File: config.mk
export PLATFORM = sky130hd
export DESIGN_NAME = block_looper_top
export DESIGN_NICKNAME = d
export VERILOG_FILES = /design/src/verilog/block_looper_pkg.sv /design/src/verilog/grid_offset_counter.sv /design/src/verilog/pending_block_counter.sv /design/src/verilog/tile_block_dispatch.sv /design/src/verilog/block_looper_top.sv
export VERILOG_INCLUDE_DIRS = /design/src /design/src/verilog
export SDC_FILE = /design/constraint.sdc
export NUM_CORES = 1
export LEC_CHECK = 0
export BUFFER_PORTS_ARGS = -buffer_cell sky130_fd_sc_hd__buf_4
export CORE_MARGIN = 4
export CORE_UTILIZATION = 40
export CTS_CLUSTER_DIAMETER = 40
export DETAILED_ROUTE_END_ITERATION = 12
export PLACE_DENSITY_LB_ADDON = 0.3
export REMOVE_ABC_BUFFERS = 1
export SLEW_MARGIN = 15
export SYNTH_ARGS = -nofsm -noshare
export SYNTH_HDL_FRONTEND = slang
export SYNTH_HIERARCHICAL = 1
export SYNTH_SLANG_ARGS = --single-unit
File: constraint.sdc
create_clock -name i_clk -period 8.5 [get_ports i_clk]
set_input_delay 1.275 -clock i_clk [delete_from_list [all_inputs] [get_ports i_clk]]
set_output_delay 1.275 -clock i_clk [all_outputs]
set_load 0.1 [all_outputs]
File: src/verilog/block_looper_defs.svh
/*
 * Block scheduler sizing
 * Offset width, grid dimensions, tile array shape and credit depth
 */
`ifndef BLOCK_LOOPER_DEFS_SVH
`define BLOCK_LOOPER_DEFS_SVH

// Width of every offset, step, end and boundary value
`define BL_OFS_W 16

// Number of grid dimensions
`define BL_VDIM 3

// Axis selector, the value BL_VDIM means no systolic axis
`define BL_AXIS_W $clog2(`BL_VDIM + 1)

// Tile array, tile (i,j) sits at flat index i*BL_TILE_Y + j
`define BL_TILE_X 2
`define BL_TILE_Y 2
`define BL_N_TILE (`BL_TILE_X * `BL_TILE_Y)

// Group size counts 0 up to the larger array side
`define BL_GSIZE_W $clog2(((`BL_TILE_X > `BL_TILE_Y) ? `BL_TILE_X : `BL_TILE_Y) + 1)

// Blocks a tile may hold before it returns a done
`define BL_MAX_PENDING 2

`endif

File: src/verilog/block_looper_pkg.sv
/*
 * Block scheduler types
 * Grid configuration, block offset and per-tile job
 */
`include "block_looper_defs.svh"

package block_looper_pkg;

	// One offset per dimension, dimension 0 in the low bits
	typedef logic [`BL_VDIM-1:0][`BL_OFS_W-1:0] blk_ofs_t;

	// Command payload, held by the sender until the command ack
	typedef struct packed {
		blk_ofs_t               step;
		blk_ofs_t               ofs_end;
		blk_ofs_t               boundary;
		logic [`BL_AXIS_W-1:0]  i0_axis;
		logic [`BL_AXIS_W-1:0]  i1_axis;
	} grid_cfg_t;

	// What one tile gets for one block
	typedef struct packed {
		blk_ofs_t               ofs;
		logic [`BL_GSIZE_W-1:0] i0_gsize;
		logic [`BL_GSIZE_W-1:0] i1_gsize;
	} tile_job_t;

endpackage

File: src/verilog/grid_offset_counter.sv
/*
 * Grid offset counter
 * Walks the block grid like an odometer, one block per accepted step
 */
`timescale 1ns/1ps
`include "block_looper_defs.svh"

module grid_offset_counter
	import block_looper_pkg::*;
(
	input  logic      i_clk,
	input  logic      i_rst_n,
	input  logic      i_start,
	input  grid_cfg_t i_cfg,
	output logic      o_blk_rdy,
	input  logic      i_blk_ack,
	output blk_ofs_t  o_blk_ofs,
	output logic      o_blk_last
);

	localparam int OFS_W = `BL_OFS_W;
	localparam int VDIM  = `BL_VDIM;

	// FIN holds off a restart while the command is still draining
	typedef enum logic [1:0] {
		ST_IDLE,
		ST_RUN,
		ST_FIN
	} state_t;

	state_t           state;
	blk_ofs_t         ofs_r;
	blk_ofs_t         ofs_nxt;
	logic [OFS_W:0]   ofs_sum [VDIM];
	logic [VDIM-1:0]  wrap;
	logic [VDIM:0]    carry;

	//==========================================================================
	// Next offset
	//==========================================================================
	always_comb begin
		carry[0] = 1'b1;
		for (int k = 0; k < VDIM; k++) begin
			// One extra bit so a large step cannot wrap past end
			ofs_sum[k] = {1'b0, ofs_r[k]} + {1'b0, i_cfg.step[k]};
			wrap[k] = ofs_sum[k] >= {1'b0, i_cfg.ofs_end[k]};
			if (carry[k]) begin
				ofs_nxt[k] = wrap[k] ? '0 : ofs_sum[k][OFS_W-1:0];
			end else begin
				ofs_nxt[k] = ofs_r[k];
			end
			carry[k+1] = carry[k] & wrap[k];
		end
	end

	assign o_blk_rdy  = (state == ST_RUN);
	assign o_blk_ofs  = ofs_r;
	// Every dimension wraps on the final block
	assign o_blk_last = carry[VDIM];

	//==========================================================================
	// Control
	//==========================================================================
	always_ff @(posedge i_clk or negedge i_rst_n) begin
		if (!i_rst_n) begin
			state <= ST_IDLE;
			ofs_r <= '0;
		end else begin
			case (state)
				ST_IDLE: begin
					if (i_start) begin
						state <= ST_RUN;
						ofs_r <= '0;
					end
				end
				ST_RUN: begin
					if (i_blk_ack) begin
						if (o_blk_last) begin
							state <= ST_FIN;
						end else begin
							ofs_r <= ofs_nxt;
						end
					end
				end
				default: begin
					// Start drops for a cycle when the command is acked
					if (!i_start) begin
						state <= ST_IDLE;
					end
				end
			endcase
		end
	end

endmodule

File: src/verilog/pending_block_counter.sv
/*
 * Pending block counter
 * Credits of blocks handed to one tile and not yet reported done
 */
`timescale 1ns/1ps
`include "block_looper_defs.svh"

module pending_block_counter #(
	parameter int DEPTH = `BL_MAX_PENDING
) (
	input  logic i_clk,
	input  logic i_rst_n,
	input  logic i_inc,
	input  logic i_dec,
	output logic o_full,
	output logic o_empty
);

	localparam int CNT_W = $clog2(DEPTH + 1);

	logic [CNT_W-1:0] cnt;
	logic [CNT_W-1:0] cnt_nxt;

	// A hand-out and a done in the same cycle cancel
	always_comb begin
		case ({i_inc, i_dec})
			2'b10:   cnt_nxt = cnt + 1'b1;
			2'b01:   cnt_nxt = cnt - 1'b1;
			default: cnt_nxt = cnt;
		endcase
	end

	// Flags come from the next count so they line up with cnt
	always_ff @(posedge i_clk or negedge i_rst_n) begin
		if (!i_rst_n) begin
			cnt     <= '0;
			o_full  <= 1'b0;
			o_empty <= 1'b1;
		end else begin
			cnt     <= cnt_nxt;
			o_full  <= (cnt_nxt == CNT_W'(DEPTH));
			o_empty <= (cnt_nxt == '0);
		end
	end

endmodule

File: src/verilog/tile_block_dispatch.sv
/*
 * Tile block dispatcher
 * Fans each block out to the tile array, gates on credits, acks the command
 */
`timescale 1ns/1ps
`include "block_looper_defs.svh"

module tile_block_dispatch
	import block_looper_pkg::*;
(
	input  logic                  i_clk,
	input  logic                  i_rst_n,
	input  grid_cfg_t             i_cfg,
	input  logic                  i_blk_rdy,
	output logic                  o_blk_ack,
	input  blk_ofs_t              i_blk_ofs,
	input  logic                  i_blk_last,
	input  logic                  i_cmd_rdy,
	output logic                  o_cmd_ack,
	output logic [`BL_N_TILE-1:0] o_tile_rdy,
	input  logic [`BL_N_TILE-1:0] i_tile_ack,
	input  logic [`BL_N_TILE-1:0] i_blk_done,
	output tile_job_t             o_tile_job [`BL_N_TILE]
);

	localparam int OFS_W   = `BL_OFS_W;
	localparam int VDIM    = `BL_VDIM;
	localparam int TX      = `BL_TILE_X;
	localparam int TY      = `BL_TILE_Y;
	localparam int NT      = `BL_N_TILE;
	localparam int GSIZE_W = `BL_GSIZE_W;

	blk_ofs_t             tile_ofs [NT];
	logic [NT-1:0]        tile_valid;
	logic [GSIZE_W-1:0]   i0_gsize;
	logic [GSIZE_W-1:0]   i1_gsize;
	logic [NT-1:0]        taken;
	logic [NT-1:0]        slot_acc;
	logic [NT-1:0]        slot_done;
	logic [NT-1:0]        job_vld;
	logic [NT-1:0]        tile_xfer;
	logic [NT-1:0]        pend_full;
	logic [NT-1:0]        pend_empty;
	logic                 last_acc;

	//==========================================================================
	// Tile offsets and validity
	//==========================================================================
	always_comb begin
		for (int i = 0; i < TX; i++) begin
			for (int j = 0; j < TY; j++) begin
				tile_valid[i*TY+j] = 1'b1;
				for (int k = 0; k < VDIM; k++) begin
					// i0 wins if both axes name the same dimension
					if (k == i_cfg.i0_axis) begin
						tile_ofs[i*TY+j][k] = OFS_W'(i_blk_ofs[k] * TX + i * i_cfg.step[k]);
					end else if (k == i_cfg.i1_axis) begin
						tile_ofs[i*TY+j][k] = OFS_W'(i_blk_ofs[k] * TY + j * i_cfg.step[k]);
					end else begin
						tile_ofs[i*TY+j][k] = i_blk_ofs[k];
					end
					if (tile_ofs[i*TY+j][k] >= i_cfg.boundary[k]) begin
						tile_valid[i*TY+j] = 1'b0;
					end
				end
			end
		end
	end

	// Valid tiles in column 0 along X and in row 0 along Y
	always_comb begin
		i0_gsize = '0;
		i1_gsize = '0;
		for (int i = 0; i < TX; i++) begin
			i0_gsize = i0_gsize + GSIZE_W'(tile_valid[i*TY]);
		end
		for (int j = 0; j < TY; j++) begin
			i1_gsize = i1_gsize + GSIZE_W'(tile_valid[j]);
		end
	end

	//==========================================================================
	// Handshakes
	//==========================================================================
	// A full credit counter holds the registered job back from the tile
	assign o_tile_rdy = job_vld & ~pend_full;
	assign tile_xfer  = o_tile_rdy & i_tile_ack;

	// The output register takes a new job when empty or emptying this cycle
	assign slot_acc  = {NT{i_blk_rdy}} & tile_valid & ~taken & (~job_vld | tile_xfer);
	// Invalid tiles count as taken right away
	assign slot_done = taken | slot_acc | ~tile_valid;
	assign o_blk_ack = i_blk_rdy & (&slot_done);

	assign o_cmd_ack = i_cmd_rdy & last_acc & (&pend_empty) & ~(|o_tile_rdy);

	always_ff @(posedge i_clk or negedge i_rst_n) begin
		if (!i_rst_n) begin
			job_vld  <= '0;
			taken    <= '0;
			last_acc <= 1'b0;
		end else begin
			job_vld <= (job_vld & ~tile_xfer) | slot_acc;
			if (o_blk_ack) begin
				taken <= '0;
			end else begin
				taken <= taken | slot_acc;
			end
			if (o_cmd_ack) begin
				last_acc <= 1'b0;
			end else if (o_blk_ack && i_blk_last) begin
				last_acc <= 1'b1;
			end
		end
	end

	always_ff @(posedge i_clk) begin
		for (int t = 0; t < NT; t++) begin
			if (slot_acc[t]) begin
				o_tile_job[t].ofs      <= tile_ofs[t];
				o_tile_job[t].i0_gsize <= i0_gsize;
				o_tile_job[t].i1_gsize <= i1_gsize;
			end
		end
	end

	//==========================================================================
	// Credits
	//==========================================================================
	for (genvar gt = 0; gt < NT; gt++) begin : g_pend
		pending_block_counter #(
			.DEPTH(`BL_MAX_PENDING)
		) u_pend (
			.i_clk   (i_clk),
			.i_rst_n (i_rst_n),
			.i_inc   (tile_xfer[gt]),
			.i_dec   (i_blk_done[gt]),
			.o_full  (pend_full[gt]),
			.o_empty (pend_empty[gt])
		);
	end

endmodule

File: src/verilog/block_looper_top.sv
/*
 * Block looper top
 * Command port, grid counter and tile dispatcher of the compute array
 */
`timescale 1ns/1ps
`include "block_looper_defs.svh"

module block_looper_top
	import block_looper_pkg::*;
(
	input  logic                  i_clk,
	input  logic                  i_rst_n,
	input  logic                  i_cmd_rdy,
	input  grid_cfg_t             i_cmd_cfg,
	output logic                  o_cmd_ack,
	output logic [`BL_N_TILE-1:0] o_tile_rdy,
	input  logic [`BL_N_TILE-1:0] i_tile_ack,
	output tile_job_t             o_tile_job [`BL_N_TILE],
	input  logic [`BL_N_TILE-1:0] i_blk_done
);

	logic     blk_rdy;
	logic     blk_ack;
	blk_ofs_t blk_ofs;
	logic     blk_last;

	// Start drops in the ack cycle so a back-to-back command restarts the walk
	grid_offset_counter u_cnt (
		.i_clk      (i_clk),
		.i_rst_n    (i_rst_n),
		.i_start    (i_cmd_rdy & ~o_cmd_ack),
		.i_cfg      (i_cmd_cfg),
		.o_blk_rdy  (blk_rdy),
		.i_blk_ack  (blk_ack),
		.o_blk_ofs  (blk_ofs),
		.o_blk_last (blk_last)
	);

	tile_block_dispatch u_dsp (
		.i_clk      (i_clk),
		.i_rst_n    (i_rst_n),
		.i_cfg      (i_cmd_cfg),
		.i_blk_rdy  (blk_rdy),
		.o_blk_ack  (blk_ack),
		.i_blk_ofs  (blk_ofs),
		.i_blk_last (blk_last),
		.i_cmd_rdy  (i_cmd_rdy),
		.o_cmd_ack  (o_cmd_ack),
		.o_tile_rdy (o_tile_rdy),
		.i_tile_ack (i_tile_ack),
		.i_blk_done (i_blk_done),
		.o_tile_job (o_tile_job)
	);

endmodule

* After elaboration in Yosys (flattened, before gate mapping)
Cells that the tools add are included.
Operators by class: add/sub/neg operators 16, $lt $le $gt $ge 15, equality and inequality tests 24, muxes and demuxes 51, bitwise operators 24, reductions and logical operators 17
Operators by type and width (number):
- 16-bit 2-to-1 mux | 23
- 16-bit greater-or-equal comparator | 12
- 48-bit 2-to-1 mux | 3
- 48-bit one-hot mux with 2 select lines | 1
- 16-bit by 16-bit adder with 17-bit output | 3
- 17-bit by 16-bit greater-or-equal comparator with 1-bit output | 3
- 16-bit adder | 3
- 4-bit bitwise AND | 6
- 4-bit NOT | 5
- 2-bit one-hot mux with 2 select lines | 5
- 2-bit == test, second input constant | 8
- 4-bit bitwise OR | 4
- 4-bit AND reduction | 4
- 2-bit zero test | 7
- 1-bit 2-to-1 mux | 14
- 2-bit by 1-bit == test with 1-bit output, second input constant | 5
- 2-bit inequality test, second input constant | 5
- 5-bit AND reduction | 2
- 2-bit by 1-bit adder with 2-bit output, second input constant | 4
- 2-bit 2-to-1 mux | 4
- 2-bit by 1-bit subtractor with 2-bit output, second input constant | 4
- 1-bit bitwise AND | 7
- 1-bit by 1-bit adder with 2-bit output | 2
- 1-bit by 2-bit == test with 1-bit output, first input constant | 2
- other kinds (8) | 11
Storage, ports and cells: flip-flop bits (word level) 283, bits of input ports 159, output and inout port bits 213, word-level logic and storage cells 186

* Logic depth before layout (Yosys ltp)
depth after elaboration 17, mapped depth 26, depth with buffers taken out 25

* Cells and area by module
The synthesis kept the hierarchy.
Modules (own cells, without submodules):
- tile_block_dispatch | times used 1, cells each 1607, area each 15414.8 µm², sequential area each 6471.2 µm²
- grid_offset_counter | times used 1, cells each 589, area each 5250.0 µm², sequential area each 1251.2 µm²
- pending_block_counter | times used 4, cells each 18, area each 198.9 µm², sequential area each 101.3 µm²
- block_looper_top | times used 1, cells each 1, area each 13.8 µm², sequential area each 0.0 µm²

* Worst setup path before layout
OpenSTA, ideal clock, no wires.
kind input to register, from in i_cmd_cfg[101] (netlist bit), to reg, netlist name u_dsp/o_tile_job[100], library setup time 0.594 ns, arrival time 9.312 ns, data required time 7.906 ns, setup slack -1.405 ns, stages 18, path buffers 0, cells stage by stage ha_1 fa_1 a211oi_1 o21ai_0 and3_1 nor2_1 a21oi_1 a21o_1 a21oi_1 xnor2_1 a21oi_1 ha_1 a22o_1 nor4_1 o21ai_0 nor3_1 nand3_1 nor4_1
RTL lines:
- from (decl) | line block_looper_top.sv:14 | input grid_cfg_t i_cmd_cfg,

==> results.py <==
metrics = {
    "route": {
        "drt_first_pass_iters": 6,
        "wl_per_cell_um": 21.7,
        "ant_nets": 0,
        "routed_wl_mm": 73.3,
        "drc": 0,
        "dr_total_vias": 19000,
        "via_per_inst": 5.63,
        "drt_iter0_drc": 1575,
    },
    "timing": {
        "fmax_mhz": 146,
        "layout_setup_ws_ps": 1630,
        "maxSlewViolCount": 0,
        "clock-skew-final_ps": 30.3,
        "hold_viol": 0,
        "rsz0062_at_grt": "false",
        "period_share": 0.808,
        "maxSlewHeadroom": 0.274,
        "min_period_ps": 6870,
        "worst_slew_pin_slew_ps": 1090,
        "finalSetupViolCount": 0,
    },
    "layout": {
        "fillers": 4845,
        "area_delta_synth_final_pct": 23.8,
        "layout-drive-gt1-share": 0.196,
        "final_cells": 3376,
        "final_nets": 3146,
    },
    "clock_tree": {
        "htreeDepth": 2,
        "cts_inserted_buffers": 48,
        "cts_tree": "built",
        "cts.sinks": 283,
        "cts_max_path_buffers": 3,
        "cts-root-buf": "clkbuf_16",
        "cts_setup_buffers": 0,
        "postCtsHoldBufs": 0,
        "clkTransAtPathRegs_ps": 50,
        "clock_latency_ps": 600,
        "cts_resized": 0,
    },
    "die": {
        "coreArea_mm2": 0.0529,
        "die_w_um": 240,
        "rows": 84,
        "fp.dieArea_mm2": 0.0575,
        "boundaryPins": 372,
        "fp.dieH_um": 240,
        "start_util": 0.406,
    },
    "global_routing": {
        "grt_first_pass_wirelength_mm": 108,
        "grt_start_max_net_pins": 72,
        "first_global_vias": 18200,
        "grt.total_usage": 0.245,
        "grt_overflow": 0,
        "antenna_found_initial": 3,
    },
    "run": {
        "cap_violations": 0,
    },
    "setup_path": {
        "cp-start-kind": "input port",
        "regToRegSetupSlack_ps": 1920,
        "worstSetupStartpoint": "i_cmd_cfg[117]",
        "path_class": "input port to flop",
        "cp_max_fo": 16,
        "r2r_end": "u_cnt/o_blk_ofs[45]",
        "cp-end-kind": "flop",
        "crit_end": "u_cnt/o_blk_ofs[45]",
        "cp.arrival_ps": 7390,
        "reg2reg_from": "u_cnt/o_blk_ofs[16]",
        "r2r_cells": 22,
        "cp.required_ps": 9020,
    },
    "place": {
        "io_buffers": 371,
        "gp_congestion": 0.921,
        "dp_hpwl_mm": 58.5,
        "place_inst": 3283,
        "pre_cts_slack_ps": 1210,
    },
    "power_and_ir_drop": {
        "worst_ir_drop_vdd_mv": 0.267,
        "combPwrFrac": 0.595,
        "clock_power_share": 0.171,
        "totalPowerFinal_w": 0.0111,
        "power.density_mw_per_mm2": 417,
        "power.internal_w": 0.00500,
        "p_leak_nw": 12.5,
        "pwr-share-seq": 0.234,
        "power_switching_w": 0.00608,
        "p_sw_frac": 0.549,
    },
    "logic_synthesis": {
        "synth_ff_type": "edfxtp_1",
        "ys_seq_area_frac": 0.378,
        "ys_ff_latch": 283,
        "yosysUniqueCellTypes": 89,
        "synth_area_mm2": 0.0215,
        "synth-edff-count": 208,
        "syn_inst": 2269,
        "yosysWarnings": 6,
        "async_flop_share": 0.265,
        "avgSynthCellArea_um2": 9.46,
    },
    "status": {
        "outcome": "finished clean",
    },
    "min_path": {
        "hold_class": "input port to async pin",
    },
}
## cell usage in the layout (no fill, tap or decap), types with 7 or more instances in the layout
cell type,count
dfrtp_1,71
nor3_1,39
o21ai_0,155
a22o_1,49
nand3_1,34
nand2_1,348
ha_1,336
clkinv_1,7
clkinv_2,10
nor2_1,111
o21a_1,19
xnor2_1,57
a21oi_1,183
buf_4,392
o31a_1,8
a21o_1,46
a211o_1,9
clkbuf_16,48
a31oi_1,14
a211oi_1,41
edfxtp_1,208
o21bai_1,9
inv_6,12
inv_1,137
o22ai_1,8
nand4_1,24
xor2_1,34
and2_1,50
o211ai_1,13
o31ai_1,10
or2_2,10
nand2b_1,19
nor2b_1,26
and3_1,17
## area by class of cell
| type | instances | area (um2) | share of cell area |
|---|---|---|---|
| Inverter | 142 | 533 | 0.0200 |
| Clock buffer | 50 | 1220 | 0.0458 |
| Sequential cell | 283 | 8130 | 0.306 |
| Timing Repair Buffer | 392 | 2940 | 0.111 |
| Clock inverter | 40 | 358 | 0.0135 |
| Tap cell | 688 | 861 | 0.0324 |
| Antenna cell | 3 | 7.51 | 0.000282 |
| Multi-Input combinational cell | 1778 | 12500 | 0.472 |
## metrics by stage
stage           util  hold WS [ps]  TNS, ps  cell area [um2]
2_1_floorplan      -           448  -134280            21200
3_3_place_gp   0.473           480        0            25000
3_5_place_dp   0.473           486        0            25000
4_1_cts        0.503           462        0            26600
5_1_grt        0.503           468        0            26600
6_report       0.503           492        0            26600
## synth_stat cells, drive strengths merged (46+ instances only)
| cell type | count | area (um2) |
|---|---|---|
| and2 | 51 | 320 |
| inv | 138 | 518 |
| xnor2 | 57 | 499 |
| dfrtp | 71 | 1780 |
| a21oi | 184 | 925 |
| edfxtp | 208 | 6250 |
| o21ai | 158 | 795 |
| nand2 | 348 | 1310 |
| ha | 336 | 4200 |
| clkbuf | 51 | 191 |
| a22o | 49 | 429 |
| nor2 | 113 | 424 |
| a21o | 46 | 345 |
## power by group through the flow
| stage | registers (W) | logic (W) | clock network [W] |
|---|---|---|---|
| 3_5_place_dp | 0.00261 | 0.00654 | 0 |
| 3_3_place_gp | 0.00260 | 0.00646 | 0 |
| 4_1_cts | 0.00259 | 0.00657 | 0.00193 |
| 5_1_grt | 0.00264 | 0.00698 | 0.00200 |
| 6_report | 0.00259 | 0.00660 | 0.00189 |
| 2_1_floorplan | 0.00505 | 0.00237 | 0 |
## worst min-delay path by stage
stage	startpoint	depth (start not counted)	slack, ps	endpoint
CTS	i_rst_n	1	460	u_dsp/g_pend[1].u_pend/cnt[0]
global placement	u_dsp/taken[3]	1	480	u_dsp/taken[3]
finish	i_rst_n	1	490	u_dsp/g_pend[1].u_pend/cnt[0]
detailed placement	u_dsp/taken[3]	1	490	u_dsp/taken[3]
global route	i_rst_n	1	470	u_dsp/g_pend[1].u_pend/cnt[0]
floorplan	u_dsp/last_acc	2	450	u_dsp/last_acc
## logic make-up (layout without fill, tap and decap cells)
| kind of cell | count (synthesis) | after routing | synth area share |
|---|---|---|---|
| XOR/XNOR | 91 | 91 | 0.0371 |
| adder cells (fa/ha/maj) | 342 | 342 | 0.201 |
| other | 0 | 3 | 0 |
| AND/OR/NAND/NOR | 717 | 717 | 0.154 |
| AO/OA/AOI/OAI | 622 | 622 | 0.187 |
| buffers and inverters | 208 | 624 | 0.0392 |
| multiplexers | 6 | 6 | 0.00297 |
| flip-flops | 283 | 283 | 0.378 |
## state kept, by name (all words and copies together), names as in the netlist
name                         count
u_dsp/o_tile_job               208
u_cnt/state                      2
u_dsp/g_pend.u_pend/o_empty      4
u_dsp/taken                      4
u_cnt/o_blk_ofs                 48
u_dsp/job_vld                    4
u_dsp/g_pend.u_pend/o_full       4
u_dsp/g_pend.u_pend/cnt          8
u_dsp/last_acc                   1
## per-layer routing
layer,track usage,vias up,share of wire
met4,0.0797,0,0.033
met5,0,-,0
met1,0.343,9038,0.44
met2,0.379,742,0.44
met3,0.0517,110,0.079
li1,-,9117,-
## worst max-delay path, stage by stage
cell	delay [ps]
buf_4	120
ha_1	230
fa_1	430
a211oi_1	340
o21ai_0	190
nand3_1	140
a31oi_1	140
a21o_1	210
a21oi_1	180
xnor2_1	160
o31ai_1	390
ha_1	350
a222oi_1	340
nand4_1	140
a211oi_1	240
nand3_1	210
o31ai_1	480
a2111oi_2	170
mux2i_1	230
or2_2	200
nor2_1	70
a31oi_2	880
a22o_1	280
(Power assumes the default switching activity.)
